`src/shim_pkg.sv`:
```
// Shared widths, tag pool sizing, outbound register switch and channel structs of the shim
package shim_pkg;

    // Widths of the memory channels as seen by the AFU
    localparam int addr_w  = 32;
    localparam int data_w  = 64;
    localparam int mdata_w = 16;

    // The shared tag pool covers both request channels
    localparam int num_tags = 16;
    localparam int tag_w    = $clog2(num_tags);

    // Free tag counter has to hold the value num_tags itself
    localparam int cnt_w = $clog2(num_tags + 1);

    // Two requests can be issued per cycle, so this many free tags must remain
    localparam int alm_full_thresh = 2;

    // Set to 1 to put a register stage on requests and almost-full toward the FIU
    localparam bit register_outbound = 1'b1;

    typedef logic [tag_w-1:0]   tag_t;
    typedef logic [mdata_w-1:0] mdata_t;

    // Read request, 49 bits
    typedef struct packed {
        logic              valid;
        logic [addr_w-1:0] addr;
        mdata_t            mdata;
    } c0_tx_t;

    // Write request, 113 bits
    typedef struct packed {
        logic              valid;
        logic [addr_w-1:0] addr;
        logic [data_w-1:0] data;
        mdata_t            mdata;
    } c1_tx_t;

    // Read response, 81 bits
    typedef struct packed {
        logic              valid;
        logic [data_w-1:0] data;
        mdata_t            mdata;
    } c0_rx_t;

    // Write acknowledge, 17 bits
    typedef struct packed {
        logic   valid;
        mdata_t mdata;
    } c1_rx_t;

    // On the FIU side only the low tag_w bits of mdata are meaningful
    function automatic mdata_t tag_to_mdata(input tag_t tag);
        mdata_t m;
        m = '0;
        m[tag_w-1:0] = tag;
        return m;
    endfunction

endpackage
```
`src/mdata_shim_top.sv`:
```
// Top level of the metadata shim joining tag control, FIU buffer, metadata store and restore
module mdata_shim_top import shim_pkg::*;
(
    input  logic   clk,
    input  logic   rst_n,
    // AFU side
    input  c0_tx_t afu_c0_tx,
    input  c1_tx_t afu_c1_tx,
    output logic   afu_alm_full,
    output c0_rx_t afu_c0_rx,
    output c1_rx_t afu_c1_rx,
    // FIU side
    output c0_tx_t fiu_c0_tx,
    output c1_tx_t fiu_c1_tx,
    input  c0_rx_t fiu_c0_rx,
    input  c1_rx_t fiu_c1_rx,
    input  logic   fiu_alm_full
);

    // Rewritten requests between the pool and the buffer
    c0_tx_t buf_c0_tx;
    c1_tx_t buf_c1_tx;
    logic   buf_alm_full;

    // Store write ports
    logic   wr_c0_en;
    logic   wr_c1_en;
    tag_t   wr_c0_tag;
    tag_t   wr_c1_tag;
    mdata_t wr_c0_mdata;
    mdata_t wr_c1_mdata;

    // Response path
    c0_rx_t raw_c0_rx;
    c1_rx_t raw_c1_rx;
    c0_rx_t buf_c0_rx;
    c1_rx_t buf_c1_rx;
    tag_t   rd_c0_tag;
    tag_t   rd_c1_tag;
    mdata_t rd_c0_mdata;
    mdata_t rd_c1_mdata;

    // Tag release
    logic   free_c0_en;
    logic   free_c1_en;
    tag_t   free_c0_tag;
    tag_t   free_c1_tag;

    // The lookup uses the tag bits of the raw response
    assign rd_c0_tag = raw_c0_rx.mdata[tag_w-1:0];
    assign rd_c1_tag = raw_c1_rx.mdata[tag_w-1:0];

    tag_pool_ctrl u_tag_pool_ctrl (
        .clk, .rst_n, .afu_c0_tx, .afu_c1_tx, .buf_c0_tx, .buf_c1_tx,
        .wr_c0_en, .wr_c1_en, .wr_c0_tag, .wr_c1_tag, .wr_c0_mdata, .wr_c1_mdata,
        .free_c0_en, .free_c1_en, .free_c0_tag, .free_c1_tag,
        .buf_alm_full, .afu_alm_full
    );

    fiu_buffer u_fiu_buffer (
        .clk, .rst_n, .buf_c0_tx, .buf_c1_tx, .fiu_c0_tx, .fiu_c1_tx,
        .fiu_alm_full, .buf_alm_full, .fiu_c0_rx, .fiu_c1_rx,
        .raw_c0_rx, .raw_c1_rx, .buf_c0_rx, .buf_c1_rx
    );

    mdata_store u_mdata_store (
        .clk, .wr_c0_en, .wr_c0_tag, .wr_c0_mdata, .wr_c1_en, .wr_c1_tag, .wr_c1_mdata,
        .rd_c0_tag, .rd_c1_tag, .rd_c0_mdata, .rd_c1_mdata
    );

    response_restore u_response_restore (
        .buf_c0_rx, .buf_c1_rx, .rd_c0_mdata, .rd_c1_mdata, .afu_c0_rx, .afu_c1_rx,
        .free_c0_en, .free_c0_tag, .free_c1_en, .free_c1_tag
    );

endmodule

```
`src/response_restore.sv`:
```
// Response merge that restores AFU metadata and reports the returned tags for release
module response_restore import shim_pkg::*;
(
    // Buffered responses still carrying tags
    input  c0_rx_t buf_c0_rx,
    input  c1_rx_t buf_c1_rx,
    // Metadata looked up one cycle earlier from the raw responses
    input  mdata_t rd_c0_mdata,
    input  mdata_t rd_c1_mdata,
    // Responses as the AFU expects them
    output c0_rx_t afu_c0_rx,
    output c1_rx_t afu_c1_rx,
    // Tag release toward the pool
    output logic   free_c0_en,
    output tag_t   free_c0_tag,
    output logic   free_c1_en,
    output tag_t   free_c1_tag
);

    // Read path
    always_comb
    begin
        afu_c0_rx = buf_c0_rx;
        // Metadata is only swapped on a valid beat, idle cycles pass unchanged
        if (buf_c0_rx.valid)
        begin
            afu_c0_rx.mdata = rd_c0_mdata;
        end
        free_c0_en  = buf_c0_rx.valid;
        free_c0_tag = buf_c0_rx.mdata[tag_w-1:0];
    end

    // Write acknowledge path
    always_comb
    begin
        afu_c1_rx = buf_c1_rx;
        if (buf_c1_rx.valid)
        begin
            afu_c1_rx.mdata = rd_c1_mdata;
        end
        free_c1_en  = buf_c1_rx.valid;
        free_c1_tag = buf_c1_rx.mdata[tag_w-1:0];
    end

endmodule

```
`src/mdata_store.sv`:
```
// Metadata RAM indexed by tag with two write ports and two registered read ports
module mdata_store import shim_pkg::*;
(
    input  logic   clk,
    // Write ports from tag allocation
    input  logic   wr_c0_en,
    input  tag_t   wr_c0_tag,
    input  mdata_t wr_c0_mdata,
    input  logic   wr_c1_en,
    input  tag_t   wr_c1_tag,
    input  mdata_t wr_c1_mdata,
    // Read ports addressed by the tags of raw FIU responses
    input  tag_t   rd_c0_tag,
    input  tag_t   rd_c1_tag,
    output mdata_t rd_c0_mdata,
    output mdata_t rd_c1_mdata
);

    // One AFU metadata word per tag
    mdata_t mem [num_tags];

    // The allocator never hands the same tag to both channels in one cycle,
    // so the two write ports never hit the same entry
    always_ff @(posedge clk)
    begin
        if (wr_c0_en)
        begin
            mem[wr_c0_tag] <= wr_c0_mdata;
        end
        if (wr_c1_en)
        begin
            mem[wr_c1_tag] <= wr_c1_mdata;
        end
    end

    // Registered reads behave like a block RAM with one cycle of latency
    // A tag is written at least one cycle before its response can come back
    always_ff @(posedge clk)
    begin
        rd_c0_mdata <= mem[rd_c0_tag];
        rd_c1_mdata <= mem[rd_c1_tag];
    end

endmodule

```
`src/tag_pool_ctrl.sv`:
```
// Tag pool control with busy bitmap, request metadata rewrite, tag release and almost-full
module tag_pool_ctrl import shim_pkg::*;
(
    input  logic   clk,
    input  logic   rst_n,
    // Requests from the AFU and their rewritten form
    input  c0_tx_t afu_c0_tx,
    input  c1_tx_t afu_c1_tx,
    output c0_tx_t buf_c0_tx,
    output c1_tx_t buf_c1_tx,
    // Metadata store write ports
    output logic   wr_c0_en,
    output logic   wr_c1_en,
    output tag_t   wr_c0_tag,
    output tag_t   wr_c1_tag,
    output mdata_t wr_c0_mdata,
    output mdata_t wr_c1_mdata,
    // Tags released by returning responses
    input  logic   free_c0_en,
    input  logic   free_c1_en,
    input  tag_t   free_c0_tag,
    input  tag_t   free_c1_tag,
    // Flow control
    input  logic   buf_alm_full,
    output logic   afu_alm_full
);

    // One bit per tag, set while the tag is outstanding
    logic [num_tags-1:0] busy_q;
    logic [num_tags-1:0] busy_d;
    // Busy map with the c0 candidate also marked, used to pick the c1 tag
    logic [num_tags-1:0] busy_after_c0;
    logic [cnt_w-1:0]    free_cnt_q;
    tag_t                c0_tag;
    tag_t                c1_tag;

    // Priority search from the top down so the lowest free index wins
    function automatic tag_t lowest_free(input logic [num_tags-1:0] busy);
        tag_t tag;
        tag = '0;
        for (int i = num_tags - 1; i >= 0; i--)
        begin
            if (!busy[i])
            begin
                tag = tag_t'(i);
            end
        end
        return tag;
    endfunction

    // The two candidates are computed every cycle whether or not a request is present
    always_comb
    begin
        c0_tag                = lowest_free(busy_q);
        busy_after_c0         = busy_q;
        busy_after_c0[c0_tag] = 1'b1;
        c1_tag                = lowest_free(busy_after_c0);
    end

    // Requests go out with the tag in place of the AFU metadata
    always_comb
    begin
        buf_c0_tx       = afu_c0_tx;
        buf_c0_tx.mdata = tag_to_mdata(c0_tag);
        buf_c1_tx       = afu_c1_tx;
        buf_c1_tx.mdata = tag_to_mdata(c1_tag);
    end

    // The original metadata is parked at the allocated tag
    assign wr_c0_en    = afu_c0_tx.valid;
    assign wr_c1_en    = afu_c1_tx.valid;
    assign wr_c0_tag   = c0_tag;
    assign wr_c1_tag   = c1_tag;
    assign wr_c0_mdata = afu_c0_tx.mdata;
    assign wr_c1_mdata = afu_c1_tx.mdata;

    // Allocated tags are free and freed tags are busy, so the updates never collide
    always_comb
    begin
        busy_d = busy_q;
        if (afu_c0_tx.valid)
        begin
            busy_d[c0_tag] = 1'b1;
        end
        if (afu_c1_tx.valid)
        begin
            busy_d[c1_tag] = 1'b1;
        end
        if (free_c0_en)
        begin
            busy_d[free_c0_tag] = 1'b0;
        end
        if (free_c1_en)
        begin
            busy_d[free_c1_tag] = 1'b0;
        end
    end

    always_ff @(posedge clk or negedge rst_n)
    begin
        if (!rst_n)
        begin
            busy_q     <= '0;
            free_cnt_q <= cnt_w'(num_tags);
        end
        else
        begin
            busy_q     <= busy_d;
            free_cnt_q <= free_cnt_q
                          - cnt_w'(afu_c0_tx.valid) - cnt_w'(afu_c1_tx.valid)
                          + cnt_w'(free_c0_en) + cnt_w'(free_c1_en);
        end
    end

    // Hold the AFU off while the FIU is full or a two-request cycle could run dry
    assign afu_alm_full = buf_alm_full || (free_cnt_q < cnt_w'(alm_full_thresh));

endmodule

```
`src/fiu_buffer.sv`:
```
// FIU-side interposer with a one-cycle response stage and an optional request stage
module fiu_buffer import shim_pkg::*;
(
    input  logic   clk,
    input  logic   rst_n,
    // Requests from the shim logic heading to the FIU
    input  c0_tx_t buf_c0_tx,
    input  c1_tx_t buf_c1_tx,
    output c0_tx_t fiu_c0_tx,
    output c1_tx_t fiu_c1_tx,
    // Almost-full from the FIU and its copy for the shim logic
    input  logic   fiu_alm_full,
    output logic   buf_alm_full,
    // Responses from the FIU, raw for the RAM lookup and buffered for the merge
    input  c0_rx_t fiu_c0_rx,
    input  c1_rx_t fiu_c1_rx,
    output c0_rx_t raw_c0_rx,
    output c1_rx_t raw_c1_rx,
    output c0_rx_t buf_c0_rx,
    output c1_rx_t buf_c1_rx
);

    // Response payload registers, their valid bits are held separately under reset
    c0_rx_t c0_rx_q;
    c1_rx_t c1_rx_q;
    logic   c0_rx_valid_q;
    logic   c1_rx_valid_q;

    // The raw responses start the metadata RAM read in their arrival cycle
    assign raw_c0_rx = fiu_c0_rx;
    assign raw_c1_rx = fiu_c1_rx;

    always_ff @(posedge clk or negedge rst_n)
    begin
        if (!rst_n)
        begin
            c0_rx_valid_q <= 1'b0;
            c1_rx_valid_q <= 1'b0;
        end
        else
        begin
            c0_rx_valid_q <= fiu_c0_rx.valid;
            c1_rx_valid_q <= fiu_c1_rx.valid;
        end
    end

    always_ff @(posedge clk)
    begin
        c0_rx_q <= fiu_c0_rx;
        c1_rx_q <= fiu_c1_rx;
    end

    // Payload from the data register, valid from the reset register
    always_comb
    begin
        buf_c0_rx       = c0_rx_q;
        buf_c0_rx.valid = c0_rx_valid_q;
        buf_c1_rx       = c1_rx_q;
        buf_c1_rx.valid = c1_rx_valid_q;
    end

    generate
        if (register_outbound)
        begin : g_outbound_reg
            // One register stage on every signal leaving toward the FIU
            c0_tx_t c0_tx_q;
            c1_tx_t c1_tx_q;
            logic   c0_tx_valid_q;
            logic   c1_tx_valid_q;

            always_ff @(posedge clk or negedge rst_n)
            begin
                if (!rst_n)
                begin
                    c0_tx_valid_q <= 1'b0;
                    c1_tx_valid_q <= 1'b0;
                    buf_alm_full  <= 1'b0;
                end
                else
                begin
                    c0_tx_valid_q <= buf_c0_tx.valid;
                    c1_tx_valid_q <= buf_c1_tx.valid;
                    buf_alm_full  <= fiu_alm_full;
                end
            end

            always_ff @(posedge clk)
            begin
                c0_tx_q <= buf_c0_tx;
                c1_tx_q <= buf_c1_tx;
            end

            always_comb
            begin
                fiu_c0_tx       = c0_tx_q;
                fiu_c0_tx.valid = c0_tx_valid_q;
                fiu_c1_tx       = c1_tx_q;
                fiu_c1_tx.valid = c1_tx_valid_q;
            end
        end
        else
        begin : g_outbound_wire
            // Requests and almost-full cross without delay
            assign fiu_c0_tx    = buf_c0_tx;
            assign fiu_c1_tx    = buf_c1_tx;
            assign buf_alm_full = fiu_alm_full;
        end
    endgenerate

endmodule

```
`config.mk`:
```
export PLATFORM = sky130hd
export DESIGN_NAME = mdata_shim_top
export DESIGN_NICKNAME = d
export VERILOG_FILES = /design/src/shim_pkg.sv /design/src/mdata_shim_top.sv /design/src/response_restore.sv /design/src/mdata_store.sv /design/src/tag_pool_ctrl.sv /design/src/fiu_buffer.sv
export SDC_FILE = /design/constraint.sdc
export NUM_CORES = 1
export LEC_CHECK = 0
export ABC_CLOCK_PERIOD_IN_PS = 5800
export BUFFER_PORTS_ARGS = -buffer_cell sky130_fd_sc_hd__buf_2
export CORE_AREA = 4 4 248 250
export CTS_CLUSTER_SIZE = 10
export DETAILED_ROUTE_END_ITERATION = 16
export DIE_AREA = 0 0 252 254
export GPL_TIMING_DRIVEN = 0
export MAX_ROUTING_LAYER = met4
export SYNTH_ARGS = -nofsm -noshare
export SYNTH_HDL_FRONTEND = slang
export SYNTH_SLANG_ARGS = --single-unit
```
`constraint.sdc`:
```
create_clock -name clk -period 5.8 [get_ports clk]
set_input_delay 1.74 -clock clk [delete_from_list [all_inputs] [get_ports clk]]
set_output_delay 1.74 -clock clk [all_outputs]
set_load 0.03 [all_outputs]
```
==> qor.log <==
qor: status.run_status completed
qor: floorplan.die_area 64,010 um2
qor: synth.netlist_top_cells_area sky130_fd_sc_hd__edfxtp_1 (33%), sky130_fd_sc_hd__dfxtp_1 (22%), sky130_fd_sc_hd__mux4_2 (15%), sky130_fd_sc_hd__mux2_2 (10%), sky130_fd_sc_hd__buf_4 (3.1%)
qor: synth.synthesis.yosys.warnings 0
qor: synth.synth.ff_latch_count 546
qor: detailed_routing.drt-met1-wl 29,860 um
qor: clocking.clock_latency 0.62 ns
qor: sta.max_slew_margin 0.07179
qor: synth.synth-compound-area-share 0.03102
qor: synth.top_cell_type_by_total_area_after_synthesis sky130_fd_sc_hd__edfxtp_1
qor: floorplan.core_area 59,020 um2
qor: worst_setup_path.critical_path.endpoint_type register
qor: synth.syn-instance-count 1,448
qor: final_layout.final.fill_count 5,112
qor: final_layout.layout.nets 2,321
qor: floorplan.initial_core_util 0.3998
qor: detailed_routing.total_number_of_vias 15,590
qor: synth.seq_area_frac_synth 0.5774
qor: detailed_routing.routed_wirelength 80,270 um
qor: synth.synth_largest_type_area_fraction 0.3258
qor: detailed_routing.drt.antenna.violating_nets 0
qor: clocking.postCtsSetupBuffers 0
qor: synth.syn-cell-area 23,600 um2
qor: detailed_routing.drtIter0Drc 1,655
qor: synth.ys_types 78
qor: clocking.clk_transition_reported_paths 0.06 ns
qor: detailed_routing.wl_met3 7250 um
qor: detailed_routing.vias_per_cell 5.429
qor: global_routing.initial_antenna_violation_count 8
qor: synth.synth_most_common_cell sky130_fd_sc_hd__dfxtp_1
qor: synth.synth-xor-area-share 0.0007424
qor: synth.dominant_combinational_cell_family_by_area_after_synthesis multiplexers
qor: worst_setup_path.worst-setup-path-type register to register
qor: global_routing.pin_count_of_the_biggest_net_entering_global_routing 27
qor: placed_design.dp_slack 0.4150 ns
qor: final_layout.drive_gt1_frac 0.5589
qor: detailed_routing.maxUsedRoutingLayer met4
qor: worst_setup_path.timing.critical_path.required 6.03 ns
qor: detailed_routing.wl_met2 40,390 um
qor: placed_design.place.gp.congestion 0.9264
qor: floorplan.io-pin-count 524
qor: synth.netlist_top_cells_count sky130_fd_sc_hd__dfxtp_1 (264), sky130_fd_sc_hd__edfxtp_1 (256), sky130_fd_sc_hd__mux2_2 (215), sky130_fd_sc_hd__mux4_2 (160), sky130_fd_sc_hd__buf_4 (96)
qor: worst_setup_path.crit_path_start_kind register
qor: final_layout.layout-area-overhead-vs-synth 25.11%
qor: power.leakage 11.67 nW
qor: sta.finalClockSkew 0.02163 ns
qor: sta.maxClockFrequency 0.1829 GHz
qor: floorplan.die_width 252 um
qor: worst_setup_path.critPathArrivalTime 5.70 ns
qor: clocking.clock_tree_from_tritoncts built
qor: sta.total_negative_setup_slack 0 ns
qor: final_layout.layoutNonFillerInstCount 2,872
qor: sta.final.min_clock_period 5.467 ns
qor: sta.timing_worst_slew_pin_value 1.392 ns
qor: placed_design.buffer_ports.inserted 499
qor: power.max-vdd-ir-drop 0.0003389 V
qor: placed_design.place_inst 2,755
qor: clocking.clock_sinks 546
qor: sta.hold_violations 0
qor: sta.finalSetupViolCount 0
qor: sta.final_clock_period_utilization_by_the_worst_path 0.9425
qor: floorplan.die_y 254 um
qor: power.p_total 13.52 mW
qor: sta.grt_setup_unrepaired false
qor: worst_setup_path.cp_max_fo 16
qor: synth.synth_simple_gate_area_share 0.03606
qor: power.pwr_cell_area 457.9 nW/um2
qor: floorplan.rows 89
qor: detailed_routing.wl_per_cell 27.95 um
qor: placed_design.dp_hpwl 56,640 um
qor: run.max_cap_viol_count 0
qor: worst_hold_path.worstHoldPathType register to register
qor: global_routing.overflow_left_after_global_routing 0
qor: clocking.root_buffer sky130_fd_sc_hd__clkbuf_16
qor: global_routing.gr-usage-all-layers 0.2486
qor: clocking.cts-resized-gates 0
qor: clocking.hold_buffers 0
qor: synth.yosys.area_share.adder 0.005196
qor: clocking.cts_made_buffers 66
qor: detailed_routing.drcViolationCount 0
qor: synth.synth_mux_area_frac 0.2954
qor: synth.async_reset_ff_frac 0.04762
qor: sta.finalWorstSetupSlack 0.3335 ns
qor: synth.synth_edf_count 256
qor: global_routing.grt_first_pass_wirelength 110,800 um
qor: clocking.h-tree-depth 3
qor: global_routing.number_of_global_route_vias_before_repair 16,170
qor: sta.final-max-slew-violation-count 0
qor: synth.syn_avg_cell_area 16.30 um2
qor: synth.yosys_most_used_dff sky130_fd_sc_hd__dfxtp_1
qor: clocking.cts_max_path_buffers 3
qor: detailed_routing.total_iterations_of_the_first_detailed_routing_run 5
==> stage by stage <==
step                  util  cell area (um2)  hold slack, ns
finish              0.5002            29520          0.5557
global route        0.5001            29520          0.5858
CTS                 0.5000            29510          0.5608
detailed placement  0.4664            27520          0.5362
global placement    0.4600            27150          0.5322
floorplan                -            23680          0.5122
==> sequential cells by signal, indices dropped and copies added, names as in the netlist <==
| name | count |
|---|---|
| u_fiu_buffer.buf_alm_full | 1 |
| u_fiu_buffer.fiu_c0_tx | 36 |
| u_fiu_buffer.fiu_c1_tx | 100 |
| u_tag_pool_ctrl.free_cnt_q | 5 |
| u_fiu_buffer.g_outbound_reg.c1_tx_valid_q | 1 |
| u_mdata_store.rd_c1_mdata | 16 |
| u_fiu_buffer.c0_rx_valid_q | 1 |
| u_tag_pool_ctrl.busy_q | 16 |
| u_mdata_store.mem | 256 |
| u_fiu_buffer.buf_c1_rx | 16 |
| u_mdata_store.rd_c0_mdata | 16 |
| u_fiu_buffer.buf_c0_rx | 80 |
| u_fiu_buffer.g_outbound_reg.c0_tx_valid_q | 1 |
| u_fiu_buffer.c1_rx_valid_q | 1 |
==> metal layers <==
metal / vias to the layer above / global-route usage
met1: 7866 / 0.2945
met5: - / -
met2: 864 / 0.4140
met3: 170 / 0.06530
met4: 0 / 0.08670
li1: 6692 / -
==> final cells by class <==
cell class	count	area, um2	area share
Antenna cell	4	10.01	0.0003391
Clock inverter	8	128.9	0.004366
Clock buffer	105	1858	0.06294
Tap cell	773	967.2	0.03276
Inverter	23	91.34	0.003094
Timing Repair Buffer	511	2765	0.09367
Sequential cell	546	13620	0.4615
Buffer	193	1184	0.04010
Multi-Input combinational cell	709	8892	0.3012
==> worst paths after layout <==
kind / end / startpoint / slack (ns) / cells after the start
hold / removal: u_tag_pool_ctrl.free_cnt_q[0] / u_tag_pool_ctrl.free_cnt_q[0] / 0.56 / 1
max in group asynchronous: u_tag_pool_ctrl.busy_q[0] / rst_n / 4.22 / 1
setup reg to reg: u_mdata_store.mem[4][11] / u_tag_pool_ctrl.busy_q[3] / 0.33 / 13
hold reg to reg: u_tag_pool_ctrl.free_cnt_q[0] / u_tag_pool_ctrl.free_cnt_q[0] / 0.56 / 1
min in group asynchronous: u_fiu_buffer.c0_rx_valid_q / rst_n / 1.15 / 1
setup / recovery: u_mdata_store.mem[4][11] / u_tag_pool_ctrl.busy_q[3] / 0.33 / 13
==> critical path, cell delays in order, from the launching register on <==
cell and delay, ns:
sky130_fd_sc_hd__dfrtp_1 0.37, sky130_fd_sc_hd__buf_2 0.26, sky130_fd_sc_hd__nand4_2 0.32, sky130_fd_sc_hd__nor4b_4 0.60
sky130_fd_sc_hd__o211ai_1 0.16, sky130_fd_sc_hd__o31ai_1 0.35, sky130_fd_sc_hd__nand2b_1 0.15, sky130_fd_sc_hd__a2111oi_0 0.51
sky130_fd_sc_hd__o41a_1 0.29, sky130_fd_sc_hd__buf_6 0.24, sky130_fd_sc_hd__inv_6 0.11, sky130_fd_sc_hd__nor3_4 0.75
sky130_fd_sc_hd__buf_6 0.31, sky130_fd_sc_hd__or2_2 0.64
==> report_power, final <==
part           switching [mW]  leakage [nW]  internal [mW]  total [mW]
Combinational            2.74          5.85           1.64        4.37
Clock                    1.64         0.953           2.21        3.85
Sequential              0.314          4.86           4.98        5.29
==> layout by cell type, fill, tap and decap left out, drive strengths merged, types with 3 or more instances in the layout <==
cell,netlist,routed
fa,3,3
nand3b,4,4
conb,1,24
nor2b,4,4
o31a,3,3
clkbuf,57,162
nand2,19,19
a31oi,9,9
nand2b,6,6
or2,5,5
a21oi,21,21
ha,5,5
nor4b,3,3
and3,3,3
a211oi,5,5
mux2,288,288
a31o,3,3
dfrtp,25,25
diode,0,4
nor2,35,35
mux4,160,160
clkinv,1,7
a22oi,3,3
o21ai,19,19
nand4,9,9
nor3,11,11
buf,136,647
edfxtp,256,256
dfxtp,264,264
o22ai,12,12
o211ai,3,3
inv,22,24
a311oi,3,3
nand3,20,20
==> kinds of logic (layout without fill, tap and decap cells) <==
| family | Yosys count | count (layout) |
|---|---|---|
| buffers and inverters | 216 | 840 |
| XOR/XNOR | 2 | 2 |
| other | 1 | 28 |
| flip-flops | 546 | 546 |
| multiplexers | 448 | 448 |
| AO/OA/AOI/OAI | 104 | 104 |
| adder cells (fa/ha/maj) | 8 | 8 |
| AND/OR/NAND/NOR | 123 | 123 |
Power figures use the tool's default switching activity.
